$ cat src/include/qnet_defines.svh
`ifndef QNET_DEFINES_SVH
`define QNET_DEFINES_SVH

////////////////////////////////////////
// Widths
////////////////////////////////////////

// Data word
`define QNET_DW      32

// Link beat and network header
`define QNET_FW      64

// Node ID, node count and header ID fields
`define QNET_IDW     10

////////////////////////////////////////
// Header codes
////////////////////////////////////////

// Config field of every header
`define QNET_CFG     3'b100

// Flags of a request frame
`define QNET_FLG_REQ 6'b100100

// Flags of an answer, bit 0 set
`define QNET_FLG_ANS 6'b000001

// Destination that every node accepts
`define QNET_BCAST   {`QNET_IDW{1'b1}}

`endif

$ cat src/hdl/qnet_pkg.sv
`include "qnet_defines.svh"

package qnet_pkg;

   ////////////////////////////////////////
   // Opcodes
   ////////////////////////////////////////

   typedef enum logic [4:0] {
      set_net  = 5'b00010,
      updt_off = 5'b01001,
      set_dt   = 5'b01010,
      get_dt   = 5'b01011
   } qnet_op_e;

   // Command engine FSM
   typedef enum logic [1:0] {
      IDLE,
      EXEC,
      SEND,
      DONE
   } eng_state_e;

   ////////////////////////////////////////
   // Network header, MSB first
   ////////////////////////////////////////

   typedef struct packed {
      logic [2:0]           cfg;
      qnet_op_e             id;
      logic [5:0]           flg;
      logic [`QNET_IDW-1:0] dst;
      logic [`QNET_IDW-1:0] src;
      logic [`QNET_IDW-1:0] step;
      // Node count on set_net
      logic [`QNET_IDW-1:0] id0;
      // Next node ID on set_net
      logic [`QNET_IDW-1:0] id1;
   } qnet_hdr_t;

endpackage

$ cat src/hdl/qnet_ifs.sv
`include "qnet_defines.svh"

// One pending command, capture to engine
interface qnet_cmd_if;
   logic                  req;
   logic                  is_net;
   qnet_pkg::qnet_hdr_t   hdr;
   logic [`QNET_DW-1:0]   dt0;
   logic [`QNET_DW-1:0]   dt1;
   logic                  ack;

   modport src  (output req, is_net, hdr, dt0, dt1, input  ack);
   modport sink (input  req, is_net, hdr, dt0, dt1, output ack);
endinterface

// One outgoing frame, engine to framer
interface qnet_tx_if;
   logic                  valid;
   qnet_pkg::qnet_hdr_t   hdr;
   logic [`QNET_FW-1:0]   data;
   logic                  busy;

   modport src  (output valid, hdr, data, input  busy);
   modport sink (input  valid, hdr, data, output busy);
endinterface

$ cat src/hdl/qnet_cmd_capture.sv
`include "qnet_defines.svh"

module qnet_cmd_capture (
   input  logic                 t_clk,
   input  logic                 init_aresetn,
   input  logic                 cmd_i,
   input  logic [4:0]           op_i,
   input  logic [`QNET_DW-1:0]  dt1_i,
   input  logic [`QNET_DW-1:0]  dt2_i,
   input  logic [`QNET_DW-1:0]  dt3_i,
   input  logic                 rx_valid_i,
   input  logic [`QNET_FW-1:0]  rx_data_i,
   input  logic                 rx_last_i,
   qnet_cmd_if.src              cmd,
   output logic                 local_busy_o
);

   logic                  loc_full;
   qnet_pkg::qnet_hdr_t   loc_hdr_new;
   qnet_pkg::qnet_hdr_t   loc_hdr;
   logic [`QNET_DW-1:0]   loc_dt0;
   logic [`QNET_DW-1:0]   loc_dt1;
   logic                  rx_hdr_vld;
   qnet_pkg::qnet_hdr_t   rx_hdr;
   logic                  net_fill;
   logic                  net_full;
   qnet_pkg::qnet_hdr_t   net_hdr;
   logic [`QNET_DW-1:0]   net_dt0;
   logic [`QNET_DW-1:0]   net_dt1;
   logic                  loc_ack;
   logic                  net_ack;

   // Ack goes to whichever slot is on the interface
   assign loc_ack = cmd.ack & loc_full;
   assign net_ack = cmd.ack & ~loc_full & net_full;

   ////////////////////////////////////////
   // Local slot
   ////////////////////////////////////////

   // Engine fills in cfg, flg and src
   always_comb begin
      loc_hdr_new     = '0;
      loc_hdr_new.id  = qnet_pkg::qnet_op_e'(op_i);
      loc_hdr_new.dst = dt3_i[`QNET_IDW-1:0];
   end

   always_ff @(posedge t_clk or negedge init_aresetn) begin
      if (!init_aresetn) begin
         loc_full <= 1'b0;
      end else if (cmd_i) begin
         loc_full <= 1'b1;
      end else if (loc_ack) begin
         loc_full <= 1'b0;
      end
   end

   always_ff @(posedge t_clk) begin
      if (cmd_i) begin
         loc_hdr <= loc_hdr_new;
         loc_dt0 <= dt1_i;
         loc_dt1 <= dt2_i;
      end
   end

   ////////////////////////////////////////
   // Net slot
   ////////////////////////////////////////

   // Full frame with nowhere to go is lost
   assign net_fill = rx_valid_i & rx_last_i & rx_hdr_vld & ~net_full;

   always_ff @(posedge t_clk or negedge init_aresetn) begin
      if (!init_aresetn) begin
         rx_hdr_vld <= 1'b0;
         net_full   <= 1'b0;
      end else begin
         if (rx_valid_i) begin
            rx_hdr_vld <= ~rx_last_i;
         end
         if (net_fill) begin
            net_full <= 1'b1;
         end else if (net_ack) begin
            net_full <= 1'b0;
         end
      end
   end

   always_ff @(posedge t_clk) begin
      if (rx_valid_i && !rx_last_i) begin
         rx_hdr <= qnet_pkg::qnet_hdr_t'(rx_data_i);
      end
      if (net_fill) begin
         net_hdr <= rx_hdr;
         net_dt0 <= rx_data_i[`QNET_DW-1:0];
         net_dt1 <= rx_data_i[`QNET_FW-1:`QNET_DW];
      end
   end

   // Local command wins
   assign cmd.req    = loc_full | net_full;
   assign cmd.is_net = ~loc_full;
   assign cmd.hdr    = loc_full ? loc_hdr : net_hdr;
   assign cmd.dt0    = loc_full ? loc_dt0 : net_dt0;
   assign cmd.dt1    = loc_full ? loc_dt1 : net_dt1;

   assign local_busy_o = loc_full;

endmodule

$ cat src/hdl/qnet_cmd_engine.sv
`include "qnet_defines.svh"

module qnet_cmd_engine (
   input  logic                  t_clk,
   input  logic                  init_aresetn,
   qnet_cmd_if.sink              cmd,
   qnet_tx_if.src                tx,
   input  logic                  local_busy_i,
   output logic                  ready_o,
   output logic                  time_updt_o,
   output logic                  error_o,
   output logic [`QNET_DW-1:0]   time_off_dt_o,
   output logic [`QNET_DW-1:0]   tnet_dt1_o,
   output logic [`QNET_DW-1:0]   tnet_dt2_o,
   output logic [`QNET_IDW-1:0]  node_id_o,
   output logic [`QNET_IDW-1:0]  node_cnt_o
);

   qnet_pkg::eng_state_e   state;
   qnet_pkg::eng_state_e   state_nxt;
   logic                   exec;
   logic                   src_hit;
   logic                   dst_hit;
   logic                   send;
   qnet_pkg::qnet_hdr_t    out_hdr;
   logic [`QNET_FW-1:0]    out_data;
   logic                   upd_net;
   logic [`QNET_IDW-1:0]   new_id;
   logic [`QNET_IDW-1:0]   new_cnt;
   logic                   upd_dt;
   logic                   upd_off;
   logic                   bad_op;
   qnet_pkg::qnet_hdr_t    tx_hdr_r;
   logic [`QNET_FW-1:0]    tx_data_r;

   assign exec    = (state == qnet_pkg::EXEC);
   assign src_hit = (cmd.hdr.src == node_id_o);
   assign dst_hit = (cmd.hdr.dst == node_id_o);

   ////////////////////////////////////////
   // Command decode
   ////////////////////////////////////////

   always_comb begin
      send     = 1'b0;
      out_hdr  = cmd.hdr;
      out_data = {cmd.dt1, cmd.dt0};
      upd_net  = 1'b0;
      new_id   = '0;
      new_cnt  = '0;
      upd_dt   = 1'b0;
      upd_off  = 1'b0;
      bad_op   = 1'b0;
      if (!cmd.is_net) begin
         // Local request, always goes out
         send         = 1'b1;
         out_hdr.cfg  = `QNET_CFG;
         out_hdr.flg  = `QNET_FLG_REQ;
         out_hdr.src  = node_id_o;
         out_hdr.step = '0;
         out_hdr.id0  = '0;
         out_hdr.id1  = '0;
         if (cmd.hdr.id == qnet_pkg::set_net) begin
            // dt3 rides in the dst field
            out_hdr.dst = `QNET_BCAST;
            out_hdr.src = `QNET_IDW'(1);
            out_hdr.id0 = cmd.hdr.dst;
            out_hdr.id1 = `QNET_IDW'(2);
            upd_net     = 1'b1;
            new_id      = `QNET_IDW'(1);
            new_cnt     = cmd.hdr.dst;
         end
      end else if (!src_hit) begin
         // Own frames back from the ring are dropped
         case (cmd.hdr.id)
            qnet_pkg::set_net: begin
               upd_net     = 1'b1;
               new_id      = cmd.hdr.id1;
               new_cnt     = cmd.hdr.id0;
               send        = 1'b1;
               out_hdr.id1 = cmd.hdr.id1 + 1'b1;
            end
            qnet_pkg::set_dt: begin
               if (dst_hit) begin
                  upd_dt = 1'b1;
               end else begin
                  send = 1'b1;
               end
            end
            qnet_pkg::get_dt: begin
               if (dst_hit && cmd.hdr.flg[0]) begin
                  upd_dt = 1'b1;
               end else if (dst_hit) begin
                  // Answer back to the requester
                  send        = 1'b1;
                  out_hdr     = '0;
                  out_hdr.cfg = `QNET_CFG;
                  out_hdr.id  = qnet_pkg::get_dt;
                  out_hdr.flg = `QNET_FLG_ANS;
                  out_hdr.dst = cmd.hdr.src;
                  out_hdr.src = node_id_o;
                  out_data    = {tnet_dt2_o, tnet_dt1_o};
               end else begin
                  send = 1'b1;
               end
            end
            qnet_pkg::updt_off: begin
               upd_off = 1'b1;
               send    = 1'b1;
            end
            default: begin
               bad_op = 1'b1;
            end
         endcase
      end
   end

   ////////////////////////////////////////
   // FSM
   ////////////////////////////////////////

   always_ff @(posedge t_clk or negedge init_aresetn) begin
      if (!init_aresetn) begin
         state <= qnet_pkg::IDLE;
      end else begin
         state <= state_nxt;
      end
   end

   always_comb begin
      state_nxt = state;
      case (state)
         qnet_pkg::IDLE: begin
            if (cmd.req) begin
               state_nxt = qnet_pkg::EXEC;
            end
         end
         qnet_pkg::EXEC: begin
            state_nxt = send ? qnet_pkg::SEND : qnet_pkg::DONE;
         end
         qnet_pkg::SEND: begin
            if (!tx.busy) begin
               state_nxt = qnet_pkg::DONE;
            end
         end
         default: begin
            state_nxt = qnet_pkg::IDLE;
         end
      endcase
   end

   assign cmd.ack  = exec;
   assign tx.valid = (state == qnet_pkg::SEND) & ~tx.busy;
   assign tx.hdr   = tx_hdr_r;
   assign tx.data  = tx_data_r;
   assign ready_o  = (state == qnet_pkg::IDLE) & ~local_busy_i;

   // Node parameters, updated at the end of EXEC
   always_ff @(posedge t_clk or negedge init_aresetn) begin
      if (!init_aresetn) begin
         node_id_o     <= '0;
         node_cnt_o    <= '0;
         tnet_dt1_o    <= '0;
         tnet_dt2_o    <= '0;
         time_off_dt_o <= '0;
         time_updt_o   <= 1'b0;
         error_o       <= 1'b0;
      end else begin
         if (exec && upd_net) begin
            node_id_o  <= new_id;
            node_cnt_o <= new_cnt;
         end
         if (exec && upd_dt) begin
            tnet_dt1_o <= cmd.dt0;
            tnet_dt2_o <= cmd.dt1;
         end
         if (exec && upd_off) begin
            time_off_dt_o <= cmd.dt0;
         end
         time_updt_o <= exec & upd_off;
         error_o     <= exec & bad_op;
      end
   end

   // Frame waits here until the framer is free
   always_ff @(posedge t_clk) begin
      if (exec && send) begin
         tx_hdr_r  <= out_hdr;
         tx_data_r <= out_data;
      end
   end

endmodule

$ cat src/hdl/qnet_node.sv
`include "qnet_defines.svh"

module qnet_node (
   input  logic                  t_clk,
   input  logic                  init_aresetn,
   // Processor command
   input  logic                  cmd_i,
   input  logic [4:0]            op_i,
   input  logic [`QNET_DW-1:0]   dt1_i,
   input  logic [`QNET_DW-1:0]   dt2_i,
   input  logic [`QNET_DW-1:0]   dt3_i,
   // Ring receive
   input  logic                  rx_valid_i,
   input  logic [`QNET_FW-1:0]   rx_data_i,
   input  logic                  rx_last_i,
   // Ring transmit
   output logic [`QNET_FW-1:0]   tx_tdata_o,
   output logic                  tx_tvalid_o,
   output logic                  tx_tlast_o,
   input  logic                  tx_tready_i,
   // Node status
   output logic                  ready_o,
   output logic                  time_updt_o,
   output logic                  error_o,
   output logic [`QNET_DW-1:0]   time_off_dt_o,
   output logic [`QNET_DW-1:0]   tnet_dt1_o,
   output logic [`QNET_DW-1:0]   tnet_dt2_o,
   output logic [`QNET_IDW-1:0]  node_id_o,
   output logic [`QNET_IDW-1:0]  node_cnt_o
);

   logic local_busy;

   qnet_cmd_if cmd_if ();
   qnet_tx_if  tx_if ();

   qnet_cmd_capture qnet_cmd_capture_inst (
      .t_clk        (t_clk),
      .init_aresetn (init_aresetn),
      .cmd_i        (cmd_i),
      .op_i         (op_i),
      .dt1_i        (dt1_i),
      .dt2_i        (dt2_i),
      .dt3_i        (dt3_i),
      .rx_valid_i   (rx_valid_i),
      .rx_data_i    (rx_data_i),
      .rx_last_i    (rx_last_i),
      .cmd          (cmd_if.src),
      .local_busy_o (local_busy)
   );

   qnet_cmd_engine qnet_cmd_engine_inst (
      .t_clk         (t_clk),
      .init_aresetn  (init_aresetn),
      .cmd           (cmd_if.sink),
      .tx            (tx_if.src),
      .local_busy_i  (local_busy),
      .ready_o       (ready_o),
      .time_updt_o   (time_updt_o),
      .error_o       (error_o),
      .time_off_dt_o (time_off_dt_o),
      .tnet_dt1_o    (tnet_dt1_o),
      .tnet_dt2_o    (tnet_dt2_o),
      .node_id_o     (node_id_o),
      .node_cnt_o    (node_cnt_o)
   );

   qnet_tx_framer qnet_tx_framer_inst (
      .t_clk        (t_clk),
      .init_aresetn (init_aresetn),
      .tx           (tx_if.sink),
      .tx_tdata_o   (tx_tdata_o),
      .tx_tvalid_o  (tx_tvalid_o),
      .tx_tlast_o   (tx_tlast_o),
      .tx_tready_i  (tx_tready_i)
   );

endmodule

$ cat src/hdl/qnet_tx_framer.sv
`include "qnet_defines.svh"

module qnet_tx_framer (
   input  logic                 t_clk,
   input  logic                 init_aresetn,
   qnet_tx_if.sink              tx,
   output logic [`QNET_FW-1:0]  tx_tdata_o,
   output logic                 tx_tvalid_o,
   output logic                 tx_tlast_o,
   input  logic                 tx_tready_i
);

   qnet_pkg::qnet_hdr_t   hdr_r;
   logic [`QNET_FW-1:0]   data_r;
   // Low on the header beat, high on the data beat
   logic                  beat;
   logic                  accept;

   assign accept = tx_tvalid_o & tx_tready_i;

   always_ff @(posedge t_clk or negedge init_aresetn) begin
      if (!init_aresetn) begin
         tx_tvalid_o <= 1'b0;
         beat        <= 1'b0;
      end else if (tx.valid) begin
         tx_tvalid_o <= 1'b1;
         beat        <= 1'b0;
      end else if (accept) begin
         if (beat) begin
            tx_tvalid_o <= 1'b0;
            beat        <= 1'b0;
         end else begin
            beat <= 1'b1;
         end
      end
   end

   always_ff @(posedge t_clk) begin
      if (tx.valid) begin
         hdr_r  <= tx.hdr;
         data_r <= tx.data;
      end
   end

   ////////////////////////////////////////
   // Link side
   ////////////////////////////////////////

   assign tx_tdata_o = beat ? data_r : hdr_r;
   assign tx_tlast_o = tx_tvalid_o & beat;

   // Frame held until the last beat leaves
   assign tx.busy = tx_tvalid_o;

endmodule

$ cat config.mk
export PLATFORM = sky130hd
export DESIGN_NAME = qnet_node
export DESIGN_NICKNAME = d
export VERILOG_FILES = /design/src/hdl/qnet_pkg.sv /design/src/hdl/qnet_ifs.sv /design/src/hdl/qnet_cmd_capture.sv /design/src/hdl/qnet_cmd_engine.sv /design/src/hdl/qnet_node.sv /design/src/hdl/qnet_tx_framer.sv
export VERILOG_INCLUDE_DIRS = /design/src /design/src/include
export SDC_FILE = /design/constraint.sdc
export NUM_CORES = 1
export LEC_CHECK = 0
export BUFFER_PORTS_ARGS = -buffer_cell sky130_fd_sc_hd__buf_2
export CORE_ASPECT_RATIO = 0.9
export CORE_UTILIZATION = 57
export CTS_CLUSTER_DIAMETER = 120
export DETAILED_ROUTE_END_ITERATION = 16
export GPL_TIMING_DRIVEN = 0
export PLACE_DENSITY = 0.79
export SYNTH_ARGS = -nofsm -noshare
export SYNTH_HDL_FRONTEND = slang
export SYNTH_SLANG_ARGS = --single-unit
$ cat constraint.sdc
create_clock -name t_clk -period 16.1 [get_ports t_clk]
set_input_delay 0 -clock t_clk [delete_from_list [all_inputs] [get_ports t_clk]]
set_output_delay 0 -clock t_clk [all_outputs]
set_load 0.005 [all_outputs]
==> results.yml <==
outcome:
  status: "completed"
power:
  sw_frac_of_total_pct: 28.0
  pwr-share-clk_pct: 30.1
  p_int_mw: 3.47
  peakVddDrop_mv: 0.0840
  power_switching_mw: 1.35
  seqPwrFrac_pct: 47.1
  power_leakage_nw: 12.5
  pwr-share-comb_pct: 22.8
  power_density_nw_per_um2: 153
timing:
  finalMaxSlewViolations: 0
  timing.slew.headroom_pct: 32.6
  fmax_mhz: 193
  holdWs_ns: 0.0924
  hold_viol_final: 0
  fin_crit_ns: 5.18
  finalSetupViolCount: 0
  rsz0062_at_grt: "false"
  tightest_slew_ns: 1.01
  fin_setup_tns_ns: 0
  fin_crit_sh_pct: 32.2
  skew_ns: 0.0254
clocking:
  clockBufferDepth: 3
  ctsResizeCount: 0
  insertion_delay_ns: 0.62
  root_buffer: "clkbuf_16"
  post_cts_buffers: 0
  numCtsBuffers: 61
  path_clk_slew_ns: 0.06
  cts.sinks: 652
  htree_levels: 2
  cts_tree: "done"
drt:
  drc: 0
  vias: 14739
  wire_per_inst_um: 24.6
  first_pass_iters: 5
  routed_wl_mm: 63.4
  avgViaCountPerCell: 5.71
  drtIter0Drc: 1042
  drt.antenna.violating_nets: 0
floorplan:
  die_w_um: 223
  row_count: 72
  initial_core_util_pct: 58.1
  design.core.area_um2: 43200
  die_y_um: 201
  dieArea_um2: 44800
  io_pins: 356
cells_and_area:
  drive_gt1_share_pct: 35.9
  final_common_cell: "edfxtp_1"
  nets: 2150
  antenna_cells: 0
  syn2layout_area_growth_pct: 25.7
  fin_cells: 2581
  layout_common_cells: "edfxtp_1 (527), buf_2 (342), mux2_2 (237)"
global_routing:
  grt_pass1_vias: 15316
  grt_usage_pct: 28.7
  gr-total-overflow: 0
  grt_max_degree: 89
  antenna_found_initial: 1
  grt_pass1_wl_mm: 94.9
yosys:
  syn-cell-area_um2: 25100
  synth-xor-area-share_pct: 0.594
  avgSynthCellArea_um2: 17.8
  synth_area_leader_cell: "edfxtp_1"
  synthMuxAreaShare_pct: 14.3
  ys_seq_elements: 652
  synth_top_family_by_area: "multiplexers"
  synth-edff-count: 527
  synthesis.yosys.warnings: 0
  yosysSeqAreaShare_pct: 75.6
  synth-simple-area-share_pct: 4.51
  ys_types: 61
  synth_cells: 1405
  synth_top_cell_area_share_pct: 63.1
  netlist_top_cells_area: "edfxtp_1 (63%), dfrtp_1 (12%), mux2_2 (11%), mux2_1 (2.9%), nand2_1 (0.94%)"
  synth-async-reset-ratio_pct: 19.2
  synth-main-ff-cell: "edfxtp_1"
  syn_nets: 1581
  synth_compound_area_share_pct: 3.06
  synth_fa_ha_area_share_pct: 0.250
hold_path:
  worstHoldStart: "dt1_i[17]"
  hold_path_class: "input pin to register"
worst_setup_path:
  crit_path_start_kind: "register"
  crit_arrival_ns: 5.50
  cp_max_fo: 10
  r2r-start: "qnet_cmd_capture_inst.local_busy_o"
  cp-startpoint: "qnet_cmd_capture_inst.local_busy_o"
  worstSetupEndpointType: "register"
  crit_type: "register to register"
  cp.required_ns: 16.41
placed_design:
  dp_hpwl_mm: 41.7
  portBuffers: 333
  finalWeightedCongestion: 0.913
  dp_cells: 2314
run:
  cap_violations: 0
==> flip-flops by register name (all words and copies together) (netlist names), 64 cells and up <==
| name | flops |
|---|---|
| qnet_cmd_engine_inst.tx.hdr | 64 |
| qnet_tx_framer_inst.hdr_r | 64 |
| qnet_tx_framer_inst.data_r | 64 |
| qnet_cmd_engine_inst.tx.data | 64 |
| qnet_cmd_capture_inst.rx_hdr | 64 |
| qnet_cmd_capture_inst.net_hdr | 64 |
==> Yosys cell counts (11+ instances only) <==
| master | n |
|---|---|
| mux2_1 | 64 |
| inv_1 | 19 |
| and3_1 | 22 |
| nand3_1 | 12 |
| dfrtp_1 | 125 |
| clkbuf_1 | 40 |
| nand2_1 | 63 |
| o21ai_0 | 16 |
| mux2i_1 | 19 |
| edfxtp_1 | 527 |
| mux2_2 | 237 |
| buf_1 | 15 |
| nor3_1 | 16 |
| nor2_1 | 33 |
| buf_2 | 11 |
==> timing repair <==
| action | CTS | global route |
|---|---|---|
| hold endpoints to repair | 388 | 0 |
| endpoints found under the setup margin | 0 | 0 |
| hold buffers | 151 | 0 |
==> worst paths after layout <==
check / slack (ns) / endpoint / cells after the start
setup / recovery: 10.92 / qnet_cmd_engine_inst.tx.hdr[41] / 10
hold / removal: 0.09 / qnet_cmd_capture_inst.loc_dt0[17] / 2
setup reg to reg: 10.92 / qnet_cmd_engine_inst.tx.hdr[41] / 10
hold reg to reg: 0.41 / qnet_tx_framer_inst.hdr_r[29] / 0
max in group asynchronous: 15.11 / qnet_cmd_engine_inst.tnet_dt2_o[28] / 4
min in group asynchronous: 0.48 / qnet_cmd_engine_inst.tnet_dt1_o[23] / 4
==> stage by stage <==
stage / total power, mW / worst slack (ns) / instance area (um2) / util (%)
2_1_floorplan: 2.93 / 3.85 / 25100 / -
3_3_place_gp: 3.38 / -3.10 / 27400 / 63.6
3_5_place_dp: 3.36 / 11.11 / 27900 / 64.7
4_1_cts: 4.83 / 11.10 / 31500 / 73.0
5_1_grt: 5.00 / 10.79 / 31500 / 73.0
6_report: 4.82 / 10.92 / 31500 / 73.0
==> power by group through the flow <==
| stage | Combinational (mW) | Sequential [mW] | Clock (mW) |
|---|---|---|---|
| floorplan | 0.587 | 2.34 | 0 |
| global placement | 0.967 | 2.41 | 0 |
| detailed placement | 1.06 | 2.30 | 0 |
| CTS | 1.09 | 2.27 | 1.47 |
| global route | 1.17 | 2.29 | 1.54 |
| finish | 1.10 | 2.27 | 1.45 |
==> logic make-up (layout without fill, tap and decap cells) <==
group,count (synthesis),after routing
flops,652,652
mux,320,320
simple gates,212,212
compound gates,105,105
buf+inv,94,715
xor+xnor,17,17
fa+ha+maj,5,5
==> cell type report <==
| type | instances | area [um2] |
|---|---|---|
| fillers | 2518 | 11600 |
| well taps | 555 | 694 |
| multi-input cells | 659 | 5730 |
| clock inverters | 36 | 367 |
| clock buffers | 79 | 1680 |
| plain buffers | 75 | 352 |
| repair buffers | 506 | 3670 |
| flip-flops and latches | 652 | 19000 |
| inverters | 19 | 71.3 |
==> critical path, cell delays in order (launching register included) <==
cell and delay, ns:
dfrtp_1 0.32, buf_4 0.15, buf_4 0.23, buf_4 0.24
clkbuf_1 0.56, clkbuf_1 0.52, clkbuf_1 0.77, buf_1 0.78
buf_1 0.59, nor2_1 0.11, a211oi_1 0.59
==> layer usage <==
metal | wire length (um) | share of wire (%) | up-vias | track usage [%]
met1 | 25400 | 40 | 7405 | 37.5
li1 | - | - | 6580 | -
met5 | 0 | 0 | - | 0
met3 | 4600 | 7.3 | 113 | 5.66
met4 | 2090 | 3.3 | 0 | 10.6
met2 | 31300 | 49 | 641 | 48.0
Note: power is estimated with default switching activity, not from simulation.
